`config.mk`:
```
export PLATFORM = sky130hd
export DESIGN_NAME = tank_arena
export DESIGN_NICKNAME = d
export VERILOG_FILES = /design/src/verilog/arena_pkg.sv /design/src/verilog/tank_arena.sv /design/src/verilog/pixel_renderer.sv /design/src/verilog/monster_row.sv /design/src/verilog/shot_slots.sv /design/src/verilog/tank_mover.sv /design/src/verilog/game_ctrl.sv
export VERILOG_INCLUDE_DIRS = /design/src /design/src/include
export SDC_FILE = /design/constraint.sdc
export NUM_CORES = 1
export LEC_CHECK = 0
export BUFFER_PORTS_ARGS = -buffer_cell sky130_fd_sc_hd__buf_4
export CORE_UTILIZATION = 58
export DETAILED_ROUTE_END_ITERATION = 16
export PLACE_DENSITY = 0.79
export SLEW_MARGIN = 30
export SYNTH_ARGS = -nofsm -noshare
export SYNTH_HDL_FRONTEND = slang
export SYNTH_SLANG_ARGS = --single-unit
export TNS_END_PERCENT = 50
```
`constraint.sdc`:
```
create_clock -name clk -period 3.6 [get_ports clk]
set_input_delay 0.36 -clock clk [delete_from_list [all_inputs] [get_ports clk]]
set_output_delay 0.36 -clock clk [all_outputs]
set_load 0.005 [all_outputs]
```
`src/include/arena_config.svh`:
```
`ifndef ARENA_CONFIG_SVH
`define ARENA_CONFIG_SVH

// object counts
`define ARENA_NUM_SHOTS       3
`define ARENA_NUM_MONSTERS    5

// tank placement and motion
`define ARENA_TANK_START_X    10'd450
`define ARENA_TANK_Y          10'd450
`define ARENA_TANK_STEP       10'd2

// horizontal wrap limits of the tank
`define ARENA_X_MIN           10'd150
`define ARENA_X_MAX           10'd800

// monster k sits at column x0 + pitch * k
`define ARENA_MONSTER_Y       10'd100
`define ARENA_MONSTER_X0      10'd250
`define ARENA_MONSTER_PITCH   10'd100
`define ARENA_MONSTER_HALF_W  10'd10
`define ARENA_MONSTER_HALF_H  10'd5

// shot retire row and parking spot of an idle shot
`define ARENA_SHOT_TOP        10'd33
`define ARENA_PARK_X          10'd1000

// 4 bits each of red, green, blue
`define ARENA_COLOR_BLACK     12'h000
`define ARENA_COLOR_GREEN     12'h0f0
`define ARENA_COLOR_BLUE      12'h00f
`define ARENA_COLOR_RED       12'hf00
`define ARENA_COLOR_CYAN      12'h0ff

`endif
```
`src/verilog/arena_pkg.sv`:
```
`default_nettype none
`include "arena_config.svh"

package arena_pkg;

	// screen position, wide enough for the parked column
	typedef logic [9:0] coord_t;

	typedef logic [11:0] rgb_t;

	// one bit per shot slot
	typedef logic [`ARENA_NUM_SHOTS-1:0] shot_mask_t;

	// one bit per monster, set once destroyed
	typedef logic [`ARENA_NUM_MONSTERS-1:0] monster_mask_t;

	typedef logic [2:0] score_t;

	typedef enum logic {
		st_play,
		st_cleared
	} game_state_e;

endpackage

`default_nettype wire

```
`src/verilog/tank_arena.sv`:
```
`default_nettype none
`include "arena_config.svh"

module tank_arena (
	input  wire                           clk,
	input  wire                           rst,
	input  wire                           bright,
	input  wire                           left,
	input  wire                           right,
	input  wire                           fire,
	input  wire                           level_next,
	input  wire arena_pkg::coord_t        hcount,
	input  wire arena_pkg::coord_t        vcount,
	output arena_pkg::rgb_t               rgb,
	output arena_pkg::monster_mask_t      monster_destroyed,
	output arena_pkg::score_t             score
);

	logic fire_pulse;
	logic restart;
	logic cleared;
	arena_pkg::coord_t tank_x;
	arena_pkg::shot_mask_t shot_alive;
	arena_pkg::shot_mask_t hit_slots;
	arena_pkg::coord_t [`ARENA_NUM_SHOTS-1:0] shot_x;
	arena_pkg::coord_t [`ARENA_NUM_SHOTS-1:0] shot_y;

	game_ctrl ctrl_i (
		.clk               (clk),
		.rst               (rst),
		.fire              (fire),
		.level_next        (level_next),
		.hit_slots         (hit_slots),
		.monster_destroyed (monster_destroyed),
		.fire_pulse        (fire_pulse),
		.restart           (restart),
		.cleared           (cleared),
		.score             (score)
	);

	tank_mover tank_i (
		.clk        (clk),
		.rst        (rst),
		.restart    (restart),
		.left       (left),
		.right      (right),
		.fire_pulse (fire_pulse),
		.tank_x     (tank_x)
	);

	shot_slots shots_i (
		.clk        (clk),
		.rst        (rst),
		.restart    (restart),
		.fire_pulse (fire_pulse),
		.tank_x     (tank_x),
		.hit_slots  (hit_slots),
		.shot_alive (shot_alive),
		.shot_x     (shot_x),
		.shot_y     (shot_y)
	);

	monster_row monsters_i (
		.clk               (clk),
		.rst               (rst),
		.restart           (restart),
		.shot_alive        (shot_alive),
		.shot_x            (shot_x),
		.shot_y            (shot_y),
		.hit_slots         (hit_slots),
		.monster_destroyed (monster_destroyed)
	);

	pixel_renderer render_i (
		.bright            (bright),
		.hcount            (hcount),
		.vcount            (vcount),
		.cleared           (cleared),
		.tank_x            (tank_x),
		.shot_alive        (shot_alive),
		.shot_x            (shot_x),
		.shot_y            (shot_y),
		.monster_destroyed (monster_destroyed),
		.rgb               (rgb)
	);

endmodule

`default_nettype wire

```
`src/verilog/pixel_renderer.sv`:
```
`default_nettype none
`include "arena_config.svh"

module pixel_renderer (
	input  wire                                          bright,
	input  wire arena_pkg::coord_t                       hcount,
	input  wire arena_pkg::coord_t                       vcount,
	input  wire                                          cleared,
	input  wire arena_pkg::coord_t                       tank_x,
	input  wire arena_pkg::shot_mask_t                   shot_alive,
	input  wire arena_pkg::coord_t [`ARENA_NUM_SHOTS-1:0] shot_x,
	input  wire arena_pkg::coord_t [`ARENA_NUM_SHOTS-1:0] shot_y,
	input  wire arena_pkg::monster_mask_t                monster_destroyed,
	output arena_pkg::rgb_t                              rgb
);

	logic on_shot;
	logic on_tank;
	logic on_monster;
	logic tank_head;
	logic tank_body;

	// 3x3 box around each live shot
	always_comb begin
		on_shot = 1'b0;
		for (int s = 0; s < `ARENA_NUM_SHOTS; s++) begin
			if (shot_alive[s] &&
				vcount >= shot_y[s] - 1'b1 && vcount <= shot_y[s] + 1'b1 &&
				hcount >= shot_x[s] - 1'b1 && hcount <= shot_x[s] + 1'b1) begin
				on_shot = 1'b1;
			end
		end
	end

	// head sits on top of the body, 5 wide
	assign tank_head = vcount >= `ARENA_TANK_Y - 10'd5 && vcount < `ARENA_TANK_Y &&
		hcount >= tank_x - 10'd2 && hcount <= tank_x + 10'd2;
	assign tank_body = vcount >= `ARENA_TANK_Y && vcount <= `ARENA_TANK_Y + 10'd10 &&
		hcount >= tank_x - 10'd10 && hcount <= tank_x + 10'd10;
	assign on_tank = tank_head || tank_body;

	// 21x11 box per surviving monster
	always_comb begin : monster_shapes
		arena_pkg::coord_t mon_x;
		on_monster = 1'b0;
		for (int m = 0; m < `ARENA_NUM_MONSTERS; m++) begin
			mon_x = arena_pkg::coord_t'(`ARENA_MONSTER_X0 + `ARENA_MONSTER_PITCH * m);
			if (!monster_destroyed[m] &&
				vcount >= `ARENA_MONSTER_Y - `ARENA_MONSTER_HALF_H &&
				vcount <= `ARENA_MONSTER_Y + `ARENA_MONSTER_HALF_H &&
				hcount >= mon_x - `ARENA_MONSTER_HALF_W &&
				hcount <= mon_x + `ARENA_MONSTER_HALF_W) begin
				on_monster = 1'b1;
			end
		end
	end

	// blanking first, then cleared screen, then objects front to back
	always_comb begin
		if (!bright) begin
			rgb = `ARENA_COLOR_BLACK;
		end else if (cleared) begin
			rgb = `ARENA_COLOR_CYAN;
		end else if (on_shot) begin
			rgb = `ARENA_COLOR_BLUE;
		end else if (on_tank) begin
			rgb = `ARENA_COLOR_GREEN;
		end else if (on_monster) begin
			rgb = `ARENA_COLOR_RED;
		end else begin
			rgb = `ARENA_COLOR_BLACK;
		end
	end

endmodule

`default_nettype wire

```
`src/verilog/monster_row.sv`:
```
`default_nettype none
`include "arena_config.svh"

module monster_row (
	input  wire                                          clk,
	input  wire                                          rst,
	input  wire                                          restart,
	input  wire arena_pkg::shot_mask_t                   shot_alive,
	input  wire arena_pkg::coord_t [`ARENA_NUM_SHOTS-1:0] shot_x,
	input  wire arena_pkg::coord_t [`ARENA_NUM_SHOTS-1:0] shot_y,
	output arena_pkg::shot_mask_t                        hit_slots,
	output arena_pkg::monster_mask_t                     monster_destroyed
);

	arena_pkg::monster_mask_t hit_monsters;

	// every live shot against every surviving monster
	always_comb begin : hit_check
		arena_pkg::coord_t mon_x;
		logic match;
		hit_slots    = '0;
		hit_monsters = '0;
		for (int m = 0; m < `ARENA_NUM_MONSTERS; m++) begin
			mon_x = arena_pkg::coord_t'(`ARENA_MONSTER_X0 + `ARENA_MONSTER_PITCH * m);
			for (int s = 0; s < `ARENA_NUM_SHOTS; s++) begin
				match = shot_alive[s] && !monster_destroyed[m] &&
					(shot_y[s] == `ARENA_MONSTER_Y) &&
					(shot_x[s] >= mon_x - `ARENA_MONSTER_HALF_W) &&
					(shot_x[s] <= mon_x + `ARENA_MONSTER_HALF_W);
				if (match) begin
					hit_slots[s]    = 1'b1;
					hit_monsters[m] = 1'b1;
				end
			end
		end
	end

	// destroyed flags only ever set until the next restart
	always_ff @(posedge clk or posedge rst) begin
		if (rst) begin
			monster_destroyed <= '0;
		end else if (restart) begin
			monster_destroyed <= '0;
		end else begin
			monster_destroyed <= monster_destroyed | hit_monsters;
		end
	end

endmodule

`default_nettype wire

```
`src/verilog/shot_slots.sv`:
```
`default_nettype none
`include "arena_config.svh"

module shot_slots (
	input  wire                                          clk,
	input  wire                                          rst,
	input  wire                                          restart,
	input  wire                                          fire_pulse,
	input  wire arena_pkg::coord_t                       tank_x,
	input  wire arena_pkg::shot_mask_t                   hit_slots,
	output arena_pkg::shot_mask_t                        shot_alive,
	output arena_pkg::coord_t [`ARENA_NUM_SHOTS-1:0]     shot_x,
	output arena_pkg::coord_t [`ARENA_NUM_SHOTS-1:0]     shot_y
);

	arena_pkg::shot_mask_t free_slots;
	arena_pkg::shot_mask_t launch;
	arena_pkg::shot_mask_t retire;

	assign free_slots = ~shot_alive;

	// lowest free slot only, nothing when all slots fly
	assign launch = fire_pulse ? (free_slots & (~free_slots + 1'b1)) : '0;

	// a shot leaves on a hit or at the top row
	always_comb begin
		for (int i = 0; i < `ARENA_NUM_SHOTS; i++) begin
			retire[i] = hit_slots[i] || (shot_alive[i] && shot_y[i] == `ARENA_SHOT_TOP);
		end
	end

	always_ff @(posedge clk or posedge rst) begin
		if (rst) begin
			shot_alive <= '0;
			for (int i = 0; i < `ARENA_NUM_SHOTS; i++) begin
				shot_x[i] <= `ARENA_PARK_X;
				shot_y[i] <= `ARENA_TANK_Y;
			end
		end else begin
			for (int i = 0; i < `ARENA_NUM_SHOTS; i++) begin
				if (restart || retire[i]) begin
					// idle slot parks off screen on the tank row
					shot_alive[i] <= 1'b0;
					shot_x[i]     <= `ARENA_PARK_X;
					shot_y[i]     <= `ARENA_TANK_Y;
				end else if (launch[i]) begin
					shot_alive[i] <= 1'b1;
					shot_x[i]     <= tank_x;
					shot_y[i]     <= `ARENA_TANK_Y;
				end else if (shot_alive[i]) begin
					// one row up per cycle
					shot_y[i] <= shot_y[i] - 1'b1;
				end
			end
		end
	end

endmodule

`default_nettype wire

```
`src/verilog/tank_mover.sv`:
```
`default_nettype none
`include "arena_config.svh"

module tank_mover (
	input  wire                clk,
	input  wire                rst,
	input  wire                restart,
	input  wire                left,
	input  wire                right,
	input  wire                fire_pulse,
	output arena_pkg::coord_t  tank_x
);

	// tank holds still in a fire cycle, right wins over left
	always_ff @(posedge clk or posedge rst) begin
		if (rst) begin
			tank_x <= `ARENA_TANK_START_X;
		end else if (restart) begin
			tank_x <= `ARENA_TANK_START_X;
		end else if (fire_pulse) begin
			tank_x <= tank_x;
		end else if (right) begin
			// wrap to the left edge
			if (tank_x == `ARENA_X_MAX) begin
				tank_x <= `ARENA_X_MIN;
			end else begin
				tank_x <= tank_x + `ARENA_TANK_STEP;
			end
		end else if (left) begin
			// wrap to the right edge
			if (tank_x == `ARENA_X_MIN) begin
				tank_x <= `ARENA_X_MAX;
			end else begin
				tank_x <= tank_x - `ARENA_TANK_STEP;
			end
		end
	end

endmodule

`default_nettype wire

```
`src/verilog/game_ctrl.sv`:
```
`default_nettype none
`include "arena_config.svh"

module game_ctrl (
	input  wire                           clk,
	input  wire                           rst,
	input  wire                           fire,
	input  wire                           level_next,
	input  wire arena_pkg::shot_mask_t    hit_slots,
	input  wire arena_pkg::monster_mask_t monster_destroyed,
	output logic                          fire_pulse,
	output logic                          restart,
	output logic                          cleared,
	output arena_pkg::score_t             score
);

	arena_pkg::game_state_e state;
	logic fire_prev;
	logic all_destroyed;

	// next level acts in the same cycle it is seen
	assign restart = level_next;

	// single cycle pulse on the rising edge of fire
	assign fire_pulse = fire && !fire_prev;

	assign all_destroyed = (monster_destroyed == {`ARENA_NUM_MONSTERS{1'b1}});
	assign cleared = (state == arena_pkg::st_cleared);

	always_ff @(posedge clk or posedge rst) begin
		if (rst) begin
			fire_prev <= 1'b0;
		end else begin
			fire_prev <= fire;
		end
	end

	// play until the whole row is gone
	always_ff @(posedge clk or posedge rst) begin
		if (rst) begin
			state <= arena_pkg::st_play;
		end else if (restart) begin
			state <= arena_pkg::st_play;
		end else if (state == arena_pkg::st_play && all_destroyed) begin
			state <= arena_pkg::st_cleared;
		end
	end

	// score survives a restart, only reset clears it
	// slots can't hit two monsters at once, so one step per cycle
	always_ff @(posedge clk or posedge rst) begin
		if (rst) begin
			score <= '0;
		end else if (!restart && (|hit_slots)) begin
			score <= score + 1'b1;
		end
	end

endmodule

`default_nettype wire

```
==> metrics, run 1 <==
CP max stage cell=or4_1; Fin Hold WS=0.122 ns; Chip Height=between 100 and 150 um; vias in the first global route=9114; Site Rows=46; WL/cell=18.9 um; Root Buffer=clkbuf_16; Final period util=116%; TritonCTS clock tree=done; Post-Route WL=between 20000 and 30000 um; post-synth top area cell=ha_1; post-route ant nets=0; crit path cell chain=nor4_2 -> nand2b_1 -> or3_4 -> xor2_2 -> ha_1 -> a21o_1 -> or4_1 -> a21oi_2 -> a211oi_1 -> a211o_1 -> buf_6 -> nor4_4 -> buf_4; synthesized instance count=1197; CP max FO=4; GRT Overall Usage=35.0%; Post-Syn Area=0.00949 mm2; Post-synth ARST share=100%; syn_nets=between 1000 and 1500; Post-route DRC=0; layout cells sized above 1=18.6%; CTS Sinks=~80; Worst EP arrival=between 3 and 4 ns; CTS Buf Count=9; Final #Nets=1470; Post-synth EDFFs=0; leakage=about 0.0048 uW; Worst-Margin Slew=0.913 ns; first-pass GRT wire length=45900 um; GR peak layer=met2; fin area=0.0110 mm2; DR vias=between 9000 and 10000; Pre-Repair DR Iteration Count=5; routability cong.=0.959; Yosys Warn Count=0; Layout area overhead=16.2%; status=complete, but fails checks; Synth cell types=slightly above 70; clk slew on worst S/H paths=0.06 ns; Setup Viol. Count Final=12; ys flop type=dfrtp_1; failing checks=setup timing; initial antenna violation count=0; Synth top area share=21.2%; Rel. slew slack=about two fifths; grt met1 use=45.9%; H-tree levels=3; initial DRC count=roughly 840; Slew Limit Fails=0; met2 Use GR=55.5%; Via density=6.33; DIE AREA=0.0169 mm2; power per standard cell area=240 mW/mm2; CTS Buffer Depth=2; Final Hold Viols=0; IO Pins=47; post-synthesis register bit count=79; Core Footprint=0.0159 mm2; DP Area=0.0106 mm2; CP max stage delay=0.42 ns; Inserted Diodes=0; FILL cells=1277; worst min-delay path class=in -> async; Final HPWL DP=between 20000 and 25000 um; Sequential Area=0.00202 mm2; met3 usage=under 10%; Syn Area/Cell=7.93 um2; # port buffers=46; Tmin final=roughly 4.2 ns; Worst setup EP type=output pin; final worst slack=-0.581 ns; GR Overflow Total=0; critical path class=reg -> out; max_cap viols=0; fmax=0.239 GHz; clock latency at the later pin of the worst-skew pair=0.35 ns; clock skew=0.00684 ns; largest net degree at the start of global routing=41; unrepaired setup endpoints after global routing=true; Die W=approximately 130 um; Worst setup SP type=flop; area of the multi-input gates=0.00710 mm2; Initial Utilization=between 50% and 60%; Peak supply drop=0.192 mV; required time of the critical path=3.24 ns; sequential area share after synthesis=21.3%; Synth area leaders=ha_1 (21%), dfrtp_1 (12%), dfstp_2 (9.4%)
## timing repair
item                       CTS  global route
hold buffers                 0             0
cloned                       0             0
buffers inserted             1             3
gates resized for setup     14            20
setup endpoints to repair   12            12
pin swaps                    1            14
## through the flow
stage          util [%]  power [uW]  setup WS (ns)  setup TNS (ns)  cells
3_5_place_dp       66.3        1750         -0.330           -3.73   1483
6_report           69.2        2650         -0.581           -5.73   1503
4_1_cts            68.5        2630         -0.487           -5.32   1500
3_3_place_gp       66.3        1720         -0.145           -1.51   1483
5_1_grt            69.2        2800         -0.711           -7.61   1503
2_1_floorplan         -        1470        -0.0211         -0.0633   1197
## power breakdown
group / leakage [uW] / switching [uW] / internal [uW]
logic: 0.00368 / 488 / 322
registers: 0.000975 / 34.9 / 924
clock network: 0.000132 / 391 / 491
total: 0.00478 / 914 / 1740
## state kept, by name (all words and copies together) (netlist names)
name                          flops
ctrl_i.score                      3
monsters_i.monster_destroyed      5
tank_i.tank_x                     9
ctrl_i.fire_prev                  1
shots_i.shot_y                   30
shots_i.shot_alive                3
ctrl_i.cleared                    1
shots_i.shot_x                   27
## final timing paths
check / slack [ns] / from / cells past startpoint / end
max reg2reg: 0.62 / shots_i.shot_y[9]$_DFFE_PP0P_ / 7 / ctrl_i.score[1]$_DFFE_PP0P_
min in group clk: 0.13 / fire / 1 / ctrl_i.fire_prev$_DFF_PP0_
min reg2reg: 0.48 / ctrl_i.score[2]$_DFFE_PP0P_ / 1 / ctrl_i.score[2]$_DFFE_PP0P_
max: -0.58 / shots_i.shot_y[15]$_DFFE_PP0P_ / 13 / rgb[11]
max in group asynchronous: 2.64 / rst / 3 / shots_i.shot_y[1]$_DFFE_PP1P_
min: 0.12 / rst / 2 / ctrl_i.score[0]$_DFFE_PP0P_
## layout make-up
type,instances,share of cell area (%)
inverter,65,2.22
timing repair buffer,148,10.1
sequential,79,18.3
tap,216,2.45
clock buffer,11,2.20
multi-input combinational,979,64.3
clock inverter,5,0.374
## worst max-delay path, delay by kind of cell (launching register included)
kind	cells	cell delay, ns
AOI/OAI and AO/OA	4	0.75
xor gates and xnor gates	1	0.16
adders and majority gates	1	0.31
buffers and inverters	2	0.33
DFF	1	0.39
and+or+nand+nor	5	1.53
## cells in the mapped netlist, drive strengths merged (7+ instances only)
library cell and n:
a2111oi 9, a211oi 11, a21o 13, a21oi 77
a31oi 20, and3 10, buf 16, clkbuf 58
dfrtp 45, dfstp 34, ha 161, inv 60
nand2 123, nand2b 14, nand3 44, nand4 35
nand4b 7, nor2 91, nor2b 8, nor3 40
nor4 26, o211ai 24, o21a 8, o21ai 61
xnor2 57, xor2 38
## metal layers
| layer | up-vias | wire, um |
|---|---|---|
| met5 | - | 0 |
| met4 | 0 | 1090 |
| met3 | 78 | 2530 |
| met2 | 442 | 12600 |
| met1 | 4453 | 12100 |
| li1 | 4539 | - |
## placed cells by master (no fill, tap or decap), drive strengths merged, types with 35 or more instances in the layout
master    n
nand3    44
inv      60
a21oi    77
buf     148
o21ai    61
dfrtp    45
ha      161
nand2   123
nor3     40
xor2     38
nand4    35
nor2     91
xnor2    57
## logic make-up after synthesis
family	count (synthesis)	synth area share, %
and+or+nand+nor	439	23.2
AOI/OAI and AO/OA	278	18.9
adders and majority gates	161	21.2
buffers and inverters	139	5.98
xor gates and xnor gates	95	8.77
DFF	79	21.3
muxes	6	0.659
No activity file was read; power rests on OpenSTA's default activity.
==> run 2, diff against run 1 <==
--- a/config.mk
+++ b/config.mk
@@ -6,10 +6,13 @@
 export SDC_FILE = /design/constraint.sdc
 export NUM_CORES = 1
 export LEC_CHECK = 0
+export ABC_AREA = 1
 export BUFFER_PORTS_ARGS = -buffer_cell sky130_fd_sc_hd__buf_4
 export CORE_UTILIZATION = 58
 export DETAILED_ROUTE_END_ITERATION = 16
+export MAX_ROUTING_LAYER = met4
 export PLACE_DENSITY = 0.79
+export RECOVER_POWER = 25
 export SLEW_MARGIN = 30
 export SYNTH_ARGS = -nofsm -noshare
 export SYNTH_HDL_FRONTEND = slang
==> metrics, run 2 <==
post-route ant nets=0; GR Overflow Total=0; Synth top area share=between 10% and 20%; Initial Utilization=roughly three fifths; GR peak layer=met2; worst setup path startpoint=shots_i.shot_y[20]$_DFFE_PP0P_; DP Area=0.0114 mm2; layout cells sized above 1=about 15%; Final HPWL DP=26000 um; Rel. slew slack=-10.3%; max_cap viols=1; CTS Buffer Depth=2; Fin Setup TNS=-0.602 ns; Core Footprint=0.0181 mm2; Final Hold Viols=0; GRT Overall Usage=approximately 36%; Post-Syn Area=0.0109 mm2; most flop-heavy register=shots_i.shot_y; final worst slack=-0.0869 ns; Setup Viol. Count Final=8; Post-synth EDFFs=0; clock latency at the later pin of the worst-skew pair=0.35 ns; initial antenna violation count=0; worst hold path startpoint=fire; Pre-Repair DR Iteration Count=7; Worst-Margin Slew=approximately 1.6 ns; # port buffers=46; largest net degree at the start of global routing=37; WL/cell=roughly 18 um; power per standard cell area=between 200 and 300 mW/mm2; Inserted Diodes=0; CTS Buf Count=9; required time of the critical path=3.24 ns; Worst setup EP type=output pin; clock skew=0.00812 ns; sequential area share after synthesis=between 10% and 20%; Synth area leaders=ha_1 (19%), nand2_1 (12%), dfrtp_1 (10%); initial DRC count=1020; Site Rows=49; met2 Use GR=a little under three fifths; most numerous cell in the Yosys netlist=nand2_1; Die W=between 100 and 150 um; Worst setup SP type=flop; Final period util=102%; Post-route DRC=0; DR vias=11400; Final #Nets=approximately 1900; fmax=0.271 GHz; failing checks=capacitance limit, slew limit, setup timing; max reg flops=30; Layout area overhead=11.0%; routability cong.=around 1; Synth cell types=52; leakage=0.00594 uW; synthesized instance count=1627; RR Startpoint=shots_i.shot_y[0]$_DFFE_PP0P_; Worst EP arrival=3.33 ns; area of the multi-input gates=0.00800 mm2; Post-synth top cells=nand2_1 (347), nor2_1 (192), inv_1 (175); Via density=6.00; DIE AREA=roughly 0.019 mm2; Syn Area/Cell=between 6 and 7 um2; Largest regs=shots_i.shot_y x30, shots_i.shot_x x27, tank_i.tank_x x9; FILL cells=approximately 1700; Root Buffer=clkbuf_16; Post-Route WL=33600 um; ys flop type=dfrtp_1; Sequential Area=about 0.0020 mm2; CTS Sinks=79; hold_buf cts=0; clk slew on worst S/H paths=0.07 ns; Yosys Warn Count=0; Core Util, Final=66.6%; Tmin final=about 3.7 ns; H-tree levels=3; TritonCTS clock tree=done; IO Pins=47; grt met1 use=47.0%; CP max FO=5; fin area=between 0.01 and 0.015 mm2; syn_nets=1815; first-pass GRT wire length=~54000 um; critical path class=reg -> out; Peak supply drop=0.224 mV; most frequent cells in the layout=nand2_1 (343), nor2_1 (180), inv_1 (166); Slew Limit Fails=37; unrepaired setup endpoints after global routing=true; DP Worst Slack=0.0665 ns; post-synthesis register bit count=79; worst min-delay path class=in -> reg; commonest non-fill, non-tap cell in the layout=nand2_1; Post-synth ARST share=100%; vias in the first global route=10700; Chip Height=139 um; post-synth top area cell=ha_1; status=complete, but fails checks; overall power=~3400 uW; met3 usage=5.18%
[run 2: cell type report]
| type | instances | share of cell area [%] |
|---|---|---|
| Inverter | 195 | 6.17 |
| Timing Repair Buffer | 89 | 5.65 |
| Clock inverter | 6 | 0.952 |
| Tap cell | 229 | 2.37 |
| Multi-Input combinational cell | 1294 | 66.2 |
| Sequential cell | 79 | 16.7 |
| Clock buffer | 10 | 1.89 |
[run 2: critical path: stages, from the launching register on]
cell and delay [ns]:
dfrtp_2 0.45, inv_4 0.10, nand3_4 0.09, nor3_4 0.24
inv_2 0.09, nor4_4 0.28, xor2_1 0.24, inv_1 0.11
ha_4 0.29, nand2_2 0.06, o21a_1 0.16, a21oi_1 0.11
nand4_1 0.19, nand4_1 0.25, and2_4 0.20, buf_4 0.11
[run 2: routing by layer]
layer / up-vias / wire (um)
met4: 0 / 1170
met1: 5285 / 14400
met5: - / 0
met2: 526 / 15100
li1: 5514 / -
met3: 80 / 2970
[run 2: final timing paths]
kind | end | slack [ns] | cells after the start
min in group asynchronous | monsters_i.monster_destroyed[0]$_DFF_PP0_ | 0.42 | 2
worst max-delay path | rgb[1] | -0.09 | 15
worst min-delay path | ctrl_i.fire_prev$_DFF_PP0_ | 0.15 | 1
worst min register to register | shots_i.shot_y[21]$_DFFE_PP1P_ | 0.51 | 2
worst max register to register | shots_i.shot_x[1]$_DFFE_PP0P_ | 1.04 | 13
max in group asynchronous | tank_i.tank_x[5]$_DFFE_PP0P_ | 1.67 | 3
[run 2: stage by stage]
stage,hold WS [ns],std cells
global placement,0.463,1871
global route,0.140,1902
detailed placement,0.467,1871
floorplan,0.391,1627
finish,0.151,1902
CTS,0.0989,1891
[run 2: power breakdown]
part	leakage (uW)	total [uW]	switching, uW	internal [uW]
Combinational	0.00480	1250	804	450
Sequential	0.000970	1050	91.9	961
Clock	0.000164	1080	397	683
Total	0.00594	3390	1290	2090
[run 2: cell families after synthesis]
family / count (synthesis) / synth area share (%)
buffers and inverters: 254 / 9.92
flip-flops: 79 / 18.6
XOR/XNOR: 81 / 6.52
adder cells (fa/ha/maj): 161 / 18.5
AO/OA/AOI/OAI: 234 / 12.9
AND/OR/NAND/NOR: 818 / 33.6
[run 2: timing repair]
action / CTS / global route
endpoints found under the setup margin: 12 / 12
gates resized for setup: 29 / 36
buffers inserted: 4 / 11
pin swaps: 14 / 18
hold endpoints to repair: 0 / 0
